===== src/source/tcp_rx_pkg.sv =====
package tcp_rx_pkg;

  // ip protocol number for tcp
  localparam logic [7:0]  PROTO_TCP   = 8'd6;
  // fixed header size in bytes, without options
  localparam logic [15:0] TCP_HDR_LEN = 16'd20;
  // byte index of the data offset nibble
  localparam logic [15:0] TCP_OFF_POS = 16'd12;

  // byte stream from the ipv4 layer, first byte is the first tcp byte
  typedef struct packed {
    logic [7:0] dat;
    logic       val;
    logic       sof;
    logic       eof;
  } ip_strm_t;

  // decoded ipv4 fields, stable from sof to eof
  typedef struct packed {
    logic [7:0]  proto;
    logic [15:0] pld_len;
  } ip_meta_t;

  typedef struct packed {
    logic [15:0] src_port;
    logic [15:0] dst_port;
    logic [31:0] seq;
    logic [31:0] ack;
    logic [3:0]  data_offset;
    logic [2:0]  rsvd;
    logic [8:0]  flags;
    logic [15:0] wnd;
    logic [15:0] checksum;
    logic [15:0] urg_ptr;
  } tcp_hdr_t;

  typedef struct packed {
    logic        mss_pres;
    logic [15:0] mss;
    logic        wnd_pres;
    logic [7:0]  wnd_scale;
    logic        sack_perm_pres;
    logic        sack_pres;
    logic [2:0]  sack_blocks;
    logic        ts_pres;
    logic [31:0] ts_val;
    logic [31:0] ts_ecr;
  } tcp_opt_t;

  typedef enum logic {kind_opt, kind_pld} byte_kind_e;

  // a last beat with val low closes a segment that carries no option or payload byte
  typedef struct packed {
    logic [7:0] dat;
    logic       val;
    byte_kind_e kind;
    logic       last;
  } tcp_beat_t;

  typedef struct packed {
    logic [7:0] dat;
    logic       val;
    logic       sof;
    logic       eof;
  } tcp_strm_t;

  typedef struct packed {
    tcp_hdr_t    hdr;
    tcp_opt_t    opt;
    logic [15:0] pld_len;
  } tcp_meta_t;

  typedef enum logic [1:0] {field_kind, field_len, field_data} opt_field_e;

  typedef enum logic [7:0] {
    opt_end       = 8'd0,
    opt_nop       = 8'd1,
    opt_mss       = 8'd2,
    opt_wnd       = 8'd3,
    opt_sack_perm = 8'd4,
    opt_sack      = 8'd5,
    opt_timestamp = 8'd8
  } opt_kind_e;

endpackage : tcp_rx_pkg


===== src/source/tcp_hdr_stage.sv =====
`timescale 1ns/1ps

module tcp_hdr_stage import tcp_rx_pkg::*; (
  input  logic      clk,
  input  logic      fsm_rst,
  input  ip_strm_t  strm,
  input  ip_meta_t  meta,
  output tcp_beat_t beat,
  output tcp_hdr_t  hdr
);

  typedef enum logic [1:0] {idle_s, header_s, body_s, drop_s} state_e;

  state_e           state;
  logic [15:0]      cnt;
  logic [15:0]      len;
  logic [5:0]       off_bytes;
  logic [18:0][7:0] sr;
  logic [3:0]       off_words;
  logic             bad_off;

  // data offset sits in the upper nibble of byte 12
  assign off_words = strm.dat[7:4];
  assign bad_off   = (off_words < 4'd5) || ({10'd0, off_words, 2'b00} > len);

  // cnt holds the index of the byte on the input in every state but idle
  always_ff @(posedge clk) begin
    if (fsm_rst) begin
      state <= idle_s;
      cnt   <= '0;
      beat  <= '0;
    end else begin
      beat.val  <= 1'b0;
      beat.last <= 1'b0;
      if (strm.val) begin
        case (state)
          idle_s: begin
            cnt <= 16'd1;
            if (strm.sof && meta.proto == PROTO_TCP) begin
              state <= header_s;
            end else if (strm.sof && !strm.eof) begin
              state <= drop_s;
            end
          end
          header_s: begin
            cnt <= cnt + 16'd1;
            if (cnt == TCP_OFF_POS && bad_off) begin
              state <= drop_s;
            end else if (cnt == TCP_HDR_LEN - 16'd1) begin
              if (len == TCP_HDR_LEN) begin
                // header only, close the segment without a byte
                beat.last <= 1'b1;
                state     <= idle_s;
              end else begin
                state <= body_s;
              end
            end
          end
          body_s: begin
            cnt       <= cnt + 16'd1;
            beat.val  <= 1'b1;
            beat.dat  <= strm.dat;
            beat.kind <= (cnt < {10'd0, off_bytes}) ? kind_opt : kind_pld;
            beat.last <= (cnt == len - 16'd1);
            if (cnt == len - 16'd1 || strm.eof) begin
              state <= idle_s;
            end
          end
          drop_s: begin
            if (strm.eof) begin
              state <= idle_s;
            end
          end
          default: state <= idle_s;
        endcase
      end
    end
  end

  // header shift register and per segment fields
  always_ff @(posedge clk) begin
    if (strm.val) begin
      sr <= {sr[17:0], strm.dat};
      if (state == idle_s && strm.sof) begin
        len <= meta.pld_len;
      end
      if (state == header_s && cnt == TCP_OFF_POS) begin
        off_bytes <= {off_words, 2'b00};
      end
      if (state == header_s && cnt == TCP_HDR_LEN - 16'd1) begin
        hdr <= {sr, strm.dat};
      end
    end
  end

  // filtered and dropped frames never reach the next stage
  a_no_beat_idle_drop: assert property (@(posedge clk) disable iff (fsm_rst)
    (state == idle_s || state == drop_s) |=> !beat.val);

endmodule : tcp_hdr_stage


===== src/source/tcp_opt_stage.sv =====
`timescale 1ns/1ps

module tcp_opt_stage import tcp_rx_pkg::*; (
  input  logic      clk,
  input  logic      fsm_rst,
  input  tcp_beat_t beat_in,
  input  tcp_hdr_t  hdr_in,
  output tcp_beat_t beat,
  output tcp_hdr_t  hdr_q,
  output tcp_opt_t  opt
);

  opt_field_e  field;
  opt_kind_e   cur_kind;
  logic [7:0]  rem;
  logic [55:0] sr;
  logic        opt_done;
  logic        opt_byte;

  // option bytes are only decoded until an end option shows up
  assign opt_byte = beat_in.val && (beat_in.kind == kind_opt) && !opt_done;

  always_ff @(posedge clk) begin
    if (fsm_rst) begin
      beat     <= '0;
      field    <= field_kind;
      cur_kind <= opt_nop;
      rem      <= '0;
      opt_done <= 1'b0;
      opt      <= '0;
    end else begin
      beat <= beat_in;
      // last beat has gone on, start clean for the next segment
      if (beat.last) begin
        field    <= field_kind;
        opt_done <= 1'b0;
        opt      <= '0;
      end
      if (opt_byte) begin
        case (field)
          field_kind: begin
            field <= field_len;
            case (beat_in.dat)
              opt_end: begin
                opt_done <= 1'b1;
                field    <= field_kind;
              end
              opt_mss: begin
                opt.mss_pres <= 1'b1;
                cur_kind     <= opt_mss;
              end
              opt_wnd: begin
                opt.wnd_pres <= 1'b1;
                cur_kind     <= opt_wnd;
              end
              opt_sack_perm: begin
                opt.sack_perm_pres <= 1'b1;
                cur_kind           <= opt_sack_perm;
              end
              opt_sack: begin
                opt.sack_pres <= 1'b1;
                cur_kind      <= opt_sack;
              end
              opt_timestamp: begin
                opt.ts_pres <= 1'b1;
                cur_kind    <= opt_timestamp;
              end
              // nop and unknown kinds are one byte long
              default: field <= field_kind;
            endcase
          end
          field_len: begin
            rem   <= beat_in.dat - 8'd2;
            field <= (beat_in.dat > 8'd2) ? field_data : field_kind;
            // sack length is 2 plus 8 bytes per block
            if (cur_kind == opt_sack) begin
              case (beat_in.dat)
                8'd10:   opt.sack_blocks <= 3'd1;
                8'd18:   opt.sack_blocks <= 3'd2;
                8'd26:   opt.sack_blocks <= 3'd3;
                8'd34:   opt.sack_blocks <= 3'd4;
                default: opt.sack_blocks <= 3'd0;
              endcase
            end
          end
          field_data: begin
            rem <= rem - 8'd1;
            sr  <= {sr[47:0], beat_in.dat};
            if (rem == 8'd1) begin
              field <= field_kind;
              case (cur_kind)
                opt_mss:       opt.mss <= {sr[7:0], beat_in.dat};
                opt_wnd:       opt.wnd_scale <= beat_in.dat;
                opt_timestamp: {opt.ts_val, opt.ts_ecr} <= {sr, beat_in.dat};
                default:       ;
              endcase
            end
          end
          default: field <= field_kind;
        endcase
      end
    end
  end

  always_ff @(posedge clk) begin
    hdr_q <= hdr_in;
  end

  a_data_has_len: assert property (@(posedge clk) disable iff (fsm_rst)
    (field == field_data) |-> (rem != 8'd0));

endmodule : tcp_opt_stage


===== src/source/tcp_pld_stage.sv =====
`timescale 1ns/1ps

module tcp_pld_stage import tcp_rx_pkg::*; (
  input  logic      clk,
  input  logic      fsm_rst,
  input  tcp_beat_t beat_in,
  input  tcp_hdr_t  hdr_in,
  input  tcp_opt_t  opt_in,
  output tcp_strm_t tcp_strm,
  output tcp_meta_t tcp_meta,
  output logic      meta_val
);

  logic [15:0] pld_cnt;
  logic [15:0] pld_len;
  logic        pld_beat;

  assign pld_beat = beat_in.val && (beat_in.kind == kind_pld);
  // on the last beat this equals the ipv4 length minus the offset bytes
  assign pld_len  = pld_cnt + {15'd0, pld_beat};

  always_ff @(posedge clk) begin
    if (fsm_rst) begin
      tcp_strm <= '0;
      meta_val <= 1'b0;
      pld_cnt  <= '0;
    end else begin
      tcp_strm.dat <= beat_in.dat;
      tcp_strm.val <= pld_beat;
      tcp_strm.sof <= pld_beat && (pld_cnt == 16'd0);
      tcp_strm.eof <= pld_beat && beat_in.last;
      // segment end, payload or not
      meta_val     <= beat_in.last;
      if (beat_in.last) begin
        pld_cnt <= '0;
      end else if (pld_beat) begin
        pld_cnt <= pld_len;
      end
    end
  end

  // record is held until the next segment closes
  always_ff @(posedge clk) begin
    if (beat_in.last) begin
      tcp_meta <= '{hdr: hdr_in, opt: opt_in, pld_len: pld_len};
    end
  end

  a_marks_need_val: assert property (@(posedge clk) disable iff (fsm_rst)
    (tcp_strm.sof || tcp_strm.eof) |-> tcp_strm.val);

  a_meta_val_pulse: assert property (@(posedge clk) disable iff (fsm_rst)
    meta_val |=> !meta_val);

endmodule : tcp_pld_stage


===== src/source/tcp_rx_top.sv =====
`timescale 1ns/1ps

module tcp_rx_top import tcp_rx_pkg::*; (
  input  logic      clk,
  input  logic      fsm_rst,
  input  ip_strm_t  strm,
  input  ip_meta_t  meta,
  output tcp_strm_t tcp_strm,
  output tcp_meta_t tcp_meta,
  output logic      meta_val
);

  tcp_beat_t hdr_beat;
  tcp_beat_t opt_beat;
  tcp_hdr_t  hdr;
  tcp_hdr_t  hdr_q;
  tcp_opt_t  opt;

  // filter, header capture and byte tagging
  tcp_hdr_stage i_tcp_hdr_stage (
    .clk     (clk),
    .fsm_rst (fsm_rst),
    .strm    (strm),
    .meta    (meta),
    .beat    (hdr_beat),
    .hdr     (hdr)
  );

  tcp_opt_stage i_tcp_opt_stage (
    .clk     (clk),
    .fsm_rst (fsm_rst),
    .beat_in (hdr_beat),
    .hdr_in  (hdr),
    .beat    (opt_beat),
    .hdr_q   (hdr_q),
    .opt     (opt)
  );

  tcp_pld_stage i_tcp_pld_stage (
    .clk      (clk),
    .fsm_rst  (fsm_rst),
    .beat_in  (opt_beat),
    .hdr_in   (hdr_q),
    .opt_in   (opt),
    .tcp_strm (tcp_strm),
    .tcp_meta (tcp_meta),
    .meta_val (meta_val)
  );

endmodule : tcp_rx_top


===== config.mk =====
export PLATFORM = sky130hd
export DESIGN_NAME = tcp_rx_top
export DESIGN_NICKNAME = d
export VERILOG_FILES = /design/src/source/tcp_rx_pkg.sv /design/src/source/tcp_hdr_stage.sv /design/src/source/tcp_opt_stage.sv /design/src/source/tcp_pld_stage.sv /design/src/source/tcp_rx_top.sv
export SDC_FILE = /design/constraint.sdc
export NUM_CORES = 1
export LEC_CHECK = 0
export BUFFER_PORTS_ARGS = -buffer_cell sky130_fd_sc_hd__buf_4
export CORE_ASPECT_RATIO = 1.75
export CORE_MARGIN = 3
export CORE_UTILIZATION = 40
export DETAILED_ROUTE_END_ITERATION = 8
export SYNTH_ARGS = -nofsm -noshare
export SYNTH_HDL_FRONTEND = slang
export SYNTH_SLANG_ARGS = --single-unit

===== constraint.sdc =====
create_clock -name clk -period 10.5 [get_ports clk]
set_clock_uncertainty 0.05 [all_clocks]
set_input_delay 1.575 -clock clk [delete_from_list [all_inputs] [get_ports clk]]
set_output_delay 1.575 -clock clk [all_outputs]
set_load 0.05 [all_outputs]

---- After elaboration in Yosys (flattened, before gate mapping) ----
Cells that the tools add are included.
W data, S select, Z words.
word-level totals
  output and inout bits ................... 284
  register bits after elaboration ......... 1003
  word-level logic and storage cells ...... 218
operators by class
  bitwise logic cells ..................... 3
  eq/ne operators ......................... 28
  $lt $le $gt $ge ......................... 4
  reductions and logical operators ........ 35
  add/sub/neg operators ................... 5
  mux-type cells .......................... 50
operators with widths
  kind                     count
  $mux W64                 3
  $mux W96                 2
  $mux W16                 3
  $pmux W8 S5              1
  $eq A16 B5 Y1 const B    2
  $eq A8 B2 Y1 const B     4
  $eq A8 B3 Y1 const B     4
  $pmux W16 S2             1
  $mux W2                  13
  $eq A8 B4 Y1 const B     3
  $mux W8                  3
  $mux W1                  17
  $add A16 B1 Y16          1
  $add A16 B1 Y16 const B  1
  $eq A16 B16 Y1           1
  $eq A16 B4 Y1 const B    1
  $eq A8 B5 Y1 const B     2
  $gt A6 B16 Y1            1
  $logic_not A16 Y1        1
  $lt A16 B6 Y1            1
  $pmux W8 S2              1
  $sub A16 B1 Y16 const B  1
  $pmux W3 S4              1
  $reduce_and A2 Y1        6
  other kinds (27)         51

---- Logic depth before layout (Yosys ltp) ----
Gate-level depths: netlist of run 1.
  depth in word-level cells ............... 5
  mapped depth ............................ 11
  mapped depth without buffers ............ 10

---- Hierarchy ----
Synthesis of run 1 repeated with hierarchy kept, for this count alone.
second synthesis, totals
  cell total of the unflattened synthesis .. 1834
  area total of the unflattened synthesis .. 31482.7 µm²
by module, submodules not included
  module         area an instance (µm²)  cells an instance  seq. area each (µm²)  times used
  tcp_hdr_stage  12203.0                 629                10550.1               1
  tcp_opt_stage  9833.2                  788                7327.0                1
  tcp_pld_stage  9446.6                  417                8728.4                1

---- Least setup slack after synthesis of run 1 ----
No wires, ideal clock.
  path kind ............................... input to register
  from .................................... input port strm[2] in the netlist's numbering
  to ...................................... register i_tcp_hdr_stage.hdr[0] (netlist name)
  setup time .............................. 701 ps
  data required time ...................... 9749 ps
  arrival time ............................ 8715 ps
  cell stages on the path ................. 2
  path slack .............................. 1034 ps
  path through ............................ nand2_1 nor2b_1
between the ends
  longest elaborated chain between the ends .. 1
RTL lines
  what                         RTL line         text
  from (decl)                  tcp_rx_top.sv:6  input ip_strm_t strm,
  $reduce_and A2 Y1 (no line)  -
Every way passes these cells.
A chain may end at the register's enable or synchronous reset.

---- Worst setup path after layout of run 1 ----
  from .................................... register i_tcp_opt_stage.beat[0] in the netlist's numbering
  to ...................................... register i_tcp_opt_stage.opt[47] (netlist name)
between the ends
  longest elaborated chain between the ends .. 5
RTL lines
  what                    RTL line             text
  from (decl)             tcp_opt_stage.sv:8   output tcp_beat_t beat,
  from (signal assigned)  tcp_opt_stage.sv:32  beat <= beat_in;
  $mux W96 *              tcp_opt_stage.sv:34  if (beat.last) begin
  $mux W64                tcp_opt_stage.sv:91  case (cur_kind)
  $mux W64                tcp_opt_stage.sv:89  if (rem == 8'd1) begin
  $mux W64                tcp_opt_stage.sv:40  case (field)
  $mux W96 *              tcp_opt_stage.sv:39  if (opt_byte) begin
Every way passes the cells marked *; elsewhere a longest branch is shown, timed or not.

==> results of run 1 <==
==> final cells by class <==
cell class / instances / area, um^2
Multi-Input combinational cell: 665 / 4080
Sequential cell: 999 / 26600
Clock inverter: 33 / 475
Timing Repair Buffer: 332 / 2510
Tap cell: 1020 / 1280
Inverter: 38 / 143
Clock buffer: 129 / 2590
Fill cell: 6353 / 38900
==> per-stage QoR <==
stage | utilization | total power, W | instances | hold slack (ns) | setup WS [ns]
6_report | 0.492 | 0.00789 | 3216 | 0.270 | 6.86
5_1_grt | 0.492 | 0.00819 | 3216 | 0.271 | 6.53
4_1_cts | 0.492 | 0.00801 | 3216 | 0.264 | 6.77
3_5_place_dp | 0.452 | 0.00465 | 3054 | 0.277 | 6.39
3_3_place_gp | 0.452 | 0.00464 | 3054 | 0.273 | 6.49
2_1_floorplan | - | 0.00453 | 1762 | 0.273 | 1.03
==> flip-flops by register name, summed over array words and instances, names as in the netlist, 8 cells and up <==
| register | count |
|---|---|
| i_tcp_hdr_stage.beat | 11 |
| i_tcp_hdr_stage.cnt | 16 |
| i_tcp_hdr_stage.hdr | 160 |
| i_tcp_hdr_stage.len | 16 |
| i_tcp_hdr_stage.sr | 152 |
| i_tcp_opt_stage.beat | 11 |
| i_tcp_opt_stage.hdr_q | 160 |
| i_tcp_opt_stage.opt | 96 |
| i_tcp_opt_stage.rem | 8 |
| i_tcp_opt_stage.sr | 56 |
| i_tcp_pld_stage.pld_cnt | 16 |
| i_tcp_pld_stage.tcp_meta | 272 |
| i_tcp_pld_stage.tcp_strm | 11 |
==> cells by family after synthesis <==
group           count (synthesis)
mux                             1
flops                         999
compound gates                203
buf+inv                        98
fa+ha+maj                      24
simple gates                  382
xor+xnor                       55
==> power groups by stage <==
stage               combinational [W]  clock [W]  sequential, W
finish                       0.000258    0.00332        0.00431
global route                 0.000286    0.00359        0.00431
global placement             0.000249          0        0.00439
floorplan                    0.000176          0        0.00436
CTS                          0.000256    0.00344        0.00431
detailed placement           0.000254          0        0.00440
==> path summary, 6_finish.rpt <==
path / start / endpoint / slack, ns
max: i_tcp_opt_stage.beat[0] / i_tcp_opt_stage.opt[47] / 6.86
min: i_tcp_hdr_stage.hdr[11] / i_tcp_opt_stage.hdr_q[11] / 0.27
max reg2reg: i_tcp_opt_stage.beat[0] / i_tcp_opt_stage.opt[47] / 6.86
min reg2reg: i_tcp_hdr_stage.hdr[11] / i_tcp_opt_stage.hdr_q[11] / 0.27
==> routing by layer <==
| layer | vias up | part of all wire | track usage |
|---|---|---|---|
| li1 | 7257 | - | - |
| met3 | 121 | 0.061 | 0.0382 |
| met4 | 0 | 0.032 | 0.0591 |
| met2 | 541 | 0.50 | 0.259 |
| met5 | - | 0 | 0 |
| met1 | 7683 | 0.40 | 0.187 |
==> cell usage after synthesis, drive strengths merged (16+ instances only) <==
library cell	n	share of area
nor4	23	0.0051
xor2	33	0.0093
a22o	39	0.011
nor2b	18	0.0036
edfxtp	660	0.64
nand2	109	0.013
dfxtp	339	0.22
inv	38	0.0046
clkbuf	47	0.0057
nor3	16	0.0026
nor2	71	0.0091
o21ai	29	0.0047
xnor2	22	0.0062
ha	24	0.0097
nand3	74	0.012
a21oi	78	0.013
==> worst max-delay path: stages (launching register included) <==
cell and delay (ns):
dfxtp_4 0.58, inv_2 0.86, nand2_1 0.76, nor2_4 0.95, a22o_1 0.28
==> metrics.md, run 1 <==
| Metric | Value |
|---|---|
| Outcome | `finished, final reports clean` |
| ANT cells | `0` |
| Min Tclk post-route | `approximately 3.6 ns` |
| Number of global-route vias before repair | `approximately 16,000` |
| Setup crit end kind | `flip-flop` |
| DRT iter0 DRCs | `roughly 1,200` |
| IO Count | `between 300 and 400` |
| Number of flops mapped to enable cells by yosys | `660` |
| Final hold vios | `0` |
| Die height | `between 300 and 400 um` |
| Gr usage total | `0.153` |
| Worst-Margin Slew | `approximately 1.2 ns` |
| Port Buffers | `320` |
| Drt drc | `0` |
| YS warnings | `0` |
| Clock insertion delay at the later pin of the skew report | `about 0.67 ns` |
| Number of buffers created by CTS | `87` |
| Final global-route overflow total | `0` |
| First-pass GRT wire length | `approximately 94,000 um` |
| Setup total negative slack | `0 ns` |
| Largest net degree at the start of global routing | `around 160` |
| Syn Inst Count | `between 1,500 and 2,000` |
| # rows | `around 130` |
| Logic pwr share | `0.033` |
| Final instance area | `~38,000 um^2` |
| Hold_buf cts | `0` |
| Post-synthesis adder-cell area fraction | `0.00966` |
| Hpwl dp | `~40,000 um` |
| Net Sw Frac | `0.206` |
| Slew margin rel. | `0.222` |
| Synth Area in Compound Gates | `0.0430` |
| Sequential area share after synthesis | `0.856` |
| Main combinational cell family by area after synthesis | `simple AND/OR/NAND/NOR gates` |
| Setup crit start kind | `flip-flop` |
| Post-synth ARST share | `0` |
| Post-CTS Setup Bufs | `0` |
| P_sw | `roughly 0.0016 W` |
| Antenna violations before repair | `1` |
| DP Area | `about 35,000 um^2` |
| Synthesis-stage register bit count | `999` |
| VDD IR max | `0.000127 V` |
| Post-DRT Antenna Nets | `0` |
| Clock Sink Count | `around 1,000` |
| Clock slew at reported path FFs | `about 0.06 ns` |
| Clk root buf | `clkbuf_16` |
| Drt wl/cell | `19.4 um` |
| Share of layout cells above drive strength 1 | `0.218` |
| CP Max Fanout | `58` |
| Clock Path Buffers | `3` |
| Clock share of power | `0.421` |
| Dominant synthesized flop cell | `edfxtp_1` |
| Leakage | `approximately 13 nW` |
| Most frequent cells in the layout | `edfxtp_1 (660), dfxtp_1 (338), buf_4 (330), nand2_1 (109), clkbuf_16 (92)` |
| Hold Crit Class | `reg2reg` |
| Count of final setup violators | `0` |
| CORE AREA | `~77,000 um^2` |
| P_int | `between 0.006 and 0.007 W` |
| Die area | `about 81,000 um^2` |
| WL final | `around 62,000 um` |
| Post-Synth Simple-Gate Area | `0.0620` |
| Hold Path Depth | `0` |
| Fin. max-slew vios | `0` |
| Max Fclk | `around 0.27 GHz` |
| Initial Util | `0.406` |
| H-tree Lvls | `3` |
| Post-synth cell types | `66` |
| NumNets Final | `between 2,000 and 2,500` |
| Power per cell area | `between 200 and 250 nW/um^2` |
| Post-CTS Resized | `0` |
| Final GP Congestion | `between 0.8 and 0.9` |
| Syn Nets | `roughly 1,800` |
| Max-cap violations | `0` |
| Syn avg cell area | `roughly 18 um^2` |
| Vias per cell | `slightly below 5` |
| Mux contribution to synthesized area | `0.000322` |
| R2R depth | `4` |
| Area delta synth->final | `21.2%` |
| 1st-pass router iterations | `6` |
| DIE WIDTH | `between 200 and 250 um` |
| Arrival @ worst endpoint | `roughly 4.2 ns` |
| Critical path class | `reg2reg` |
| Worst EP required | `roughly 11 ns` |
| Post-Syn Area | `about 31,000 um^2` |
| CTS tree | `done` |
| Sequential share of power | `0.546` |
| Unrepaired setup endpoints after global routing | `false` |
| Most common cell after layout, fill and taps aside | `edfxtp_1` |
| Final critical-path share of the clock period | `0.346` |
| Total number of vias | `roughly 16,000` |
| Post-Synth XOR/XNOR Area | `0.0155` |
Note: power is estimated with default switching activity, not from simulation.
==> run 2, diff against run 1 <==
Clock period 10.5 ns to 3.5 ns, I/O delays scaled along.
==> run 2 against run 1 <==
Final area increased by 0.27%. Largest power group unchanged. Clock power increased to 2.8 times the previous value. Critical path depth increased by 2. Die area unchanged. Sequential power increased to 3.0 times the previous value. Sequential cell count unchanged. Worst hold slack got worse by 0.17 ns.
==> metrics.md, run 2 (same netlist as run 1, synthesis figures left out) <==
| Metric | Value |
|---|---|
| CP Max Fanout | `38 (was 58)` |
| Outcome | `finished, final reports clean (unchanged)` |
| Final hold vios | `0 (unchanged)` |
| Clock insertion delay at the later pin of the skew report | `0.64 ns (was 0.67 ns)` |
| DRT iter0 DRCs | `810 (was 1,162)` |
| Area delta synth->final | `21.6% (was 21.2%)` |
| IO Count | `321 (unchanged)` |
| Clock share of power | `0.408 (was 0.421)` |
| Leakage | `13.3 nW (about the same)` |
| Vias per cell | `4.75 (was 4.85)` |
| Reg with most FFs | `i_tcp_pld_stage.tcp_meta (unchanged)` |
| CORE AREA | `76,600 um^2 (unchanged)` |
| Grt met1 use | `0.173 (was 0.187)` |
| Final instance area | `37,800 um^2 (was 37,700 um^2)` |
| Number of buffers created by CTS | `85 (was 87)` |
| Most common cell after layout, fill and taps aside | `edfxtp_1 (unchanged)` |
| Post-DRT Antenna Nets | `0 (unchanged)` |
| Final core occ | `0.493 (was 0.492)` |
| Clock Path Buffers | `3 (unchanged)` |
| Logic pwr share | `0.034 (was 0.033)` |
| Final global-route overflow total | `0 (unchanged)` |
| Hold Crit Class | `in2reg (was reg2reg)` |
| Drt drc | `0 (unchanged)` |
| Post-CTS Setup Bufs | `0 (unchanged)` |
| Sequential share of power | `0.558 (was 0.546)` |
| Clk root buf | `clkbuf_16 (unchanged)` |
| DIE WIDTH | `217 um (unchanged)` |
| Total number of vias | `15,411 (was 15,602)` |
| Unrepaired setup endpoints after global routing | `false (unchanged)` |
| Filler cells | `6,318 (was 6,353)` |
| Slew margin rel. | `0.341 (was 0.222)` |
| Most frequent cells in the layout | `edfxtp_1 (660), dfxtp_1 (338), buf_4 (338), nand2_1 (109), clkbuf_16 (86) (was edfxtp_1 (660), dfxtp_1 (338), buf_4 (330), nand2_1 (109), clkbuf_16 (92))` |
| Gr usage total | `0.146 (was 0.153)` |
| M3 GR Usage | `0.0380 (was 0.0382)` |
| GR Util met2 | `0.253 (was 0.259)` |
| Final GP Congestion | `0.835 (was 0.834)` |
| Worst EP required | `4.03 ns (was 11.03 ns)` |
| Critical path class | `reg2reg (unchanged)` |
| VDD IR max | `0.000440 V (was 0.000127 V)` |
| Hold path startpoint | `strm[6] (was i_tcp_hdr_stage.hdr[11])` |
| Hpwl dp | `39,200 um (was 40,400 um)` |
| Clock slew at reported path FFs | `0.07 ns (was 0.06 ns)` |
| Arrival @ worst endpoint | `3.62 ns (was 4.17 ns)` |
| Die area | `81,200 um^2 (unchanged)` |
| Net Sw Frac | `0.206 (about the same)` |
| Final critical-path share of the clock period | `0.883 (was 0.346)` |
| Largest registers | `i_tcp_pld_stage.tcp_meta (272), i_tcp_hdr_stage.hdr (160), i_tcp_opt_stage.hdr_q (160) (unchanged)` |
| DP Area | `34,800 um^2 (was 34,600 um^2)` |
| WL final | `59,600 um (was 62,400 um)` |
| Max Fclk | `0.324 GHz (was 0.275 GHz)` |
| Share of layout cells above drive strength 1 | `0.217 (was 0.218)` |
| Port Buffers | `320 (unchanged)` |
| Dpl ws | `0.443 ns (was 6.39 ns)` |
| H-tree Lvls | `3 (unchanged)` |
| Largest net degree at the start of global routing | `171 (was 161)` |
| First-pass GRT wire length | `91,800 um (was 94,500 um)` |
| CP Launch Point | `i_tcp_opt_stage.rem[2] (was i_tcp_opt_stage.beat[0])` |
| Fin. max-slew vios | `0 (unchanged)` |
| Count of final setup violators | `0 (unchanged)` |
| Worst-Margin Slew | `0.988 ns (was 1.17 ns)` |
| Setup crit end kind | `flip-flop (unchanged)` |
| Initial Util | `0.406 (unchanged)` |
| Max reg flops | `272 (unchanged)` |
| CTS tree | `done (unchanged)` |
| 1st-pass router iterations | `5 (was 6)` |
| # rows | `134 (unchanged)` |
| NumNets Final | `2,211 (was 2,184)` |
| Post-layout power | `0.0231 W (was 0.00789 W)` |
| Clock Sink Count | `999 (unchanged)` |
| P_int | `0.0184 W (was 0.00626 W)` |
| Die height | `375 um (unchanged)` |
| P_sw | `0.00476 W (was 0.00163 W)` |
| Worst Setup Slack, final | `0.411 ns (was 6.86 ns)` |
| Max-cap violations | `0 (unchanged)` |
| Sequential cell area | `26,600 um^2 (unchanged)` |
| Number of global-route vias before repair | `15,938 (was 15,838)` |
| Antenna violations before repair | `1 (unchanged)` |
| Setup crit start kind | `flip-flop (unchanged)` |
| Multi-input gate area | `4110 um^2 (was 4080 um^2)` |
| Hold Slack | `0.0956 ns (was 0.270 ns)` |
| Reg2reg start | `i_tcp_opt_stage.rem[2] (was i_tcp_opt_stage.beat[0])` |
| Power per cell area | `612 nW/um^2 (was 209 nW/um^2)` |
| ANT cells | `0 (unchanged)` |
| Min Tclk post-route | `3.09 ns (was 3.64 ns)` |
| Drt wl/cell | `18.4 um (was 19.4 um)` |
| Grt peak-use layer | `met2 (unchanged)` |
-- run 2: changes by cell type in the layout (fill, tap and decap cells not counted), moves of 2 or more --
cell,change
dlygate4sd3_1,+18
clkinv_2,+2
clkbuf_16,-6
buf_4,+8
clkbuf_8,-4
buf_12,+3
inv_4,-2
clkbuf_1,+7
-- run 2: critical path: stages (launching register included) --
cell and delay, ns:
dfxtp_1 0.37, or4_4 0.58, nor4b_2 0.33, or3b_4 0.46, or4_1 0.53, nor2_8 0.48, a22o_1 0.21
-- run 2: layer usage --
metal  share of wire  vias up
met2            0.51      473
met5               0        -
met4           0.029        0
met1            0.39     7533
li1                -     7301
met3           0.066      104
-- run 2: layout make-up --
| class | count | share of cell area |
|---|---|---|
| inverter | 38 | 0.00378 |
| sequential | 999 | 0.704 |
| multi-input combinational | 665 | 0.109 |
| tap | 1020 | 0.0338 |
| timing repair buffer | 361 | 0.0743 |
| clock inverter | 34 | 0.0114 |
| clock buffer | 126 | 0.0638 |
-- run 2: power groups by stage --
stage	Clock [W]	Sequential [W]	Combinational [W]
after global routing	0.0102	0.0129	0.000869
after floorplan	0	0.0131	0.000528
after CTS	0.00977	0.0129	0.000783
final	0.00944	0.0129	0.000782
after global placement	0	0.0132	0.000744
after detailed placement	0	0.0132	0.000762
-- run 2: repair_timing --
item	in CTS	in global routing
hold buffers	18	0
endpoints found under the hold margin	19	0
resized for setup	0	0
-- run 2: worst paths after layout --
path / endpoint / slack [ns] / cells past startpoint
min reg2reg: i_tcp_opt_stage.hdr_q[19] / 0.29 / 0
max: i_tcp_opt_stage.opt[33] / 0.41 / 6
min: i_tcp_hdr_stage.hdr[3] / 0.1 / 1
max reg2reg: i_tcp_opt_stage.opt[33] / 0.41 / 6
-- run 2: metrics by stage --
step	TNS (ns)	cells
2_1_floorplan	-122.00	1762
3_3_place_gp	0	3065
3_5_place_dp	0	3065
4_1_cts	0	3243
5_1_grt	0	3243
6_report	0	3243
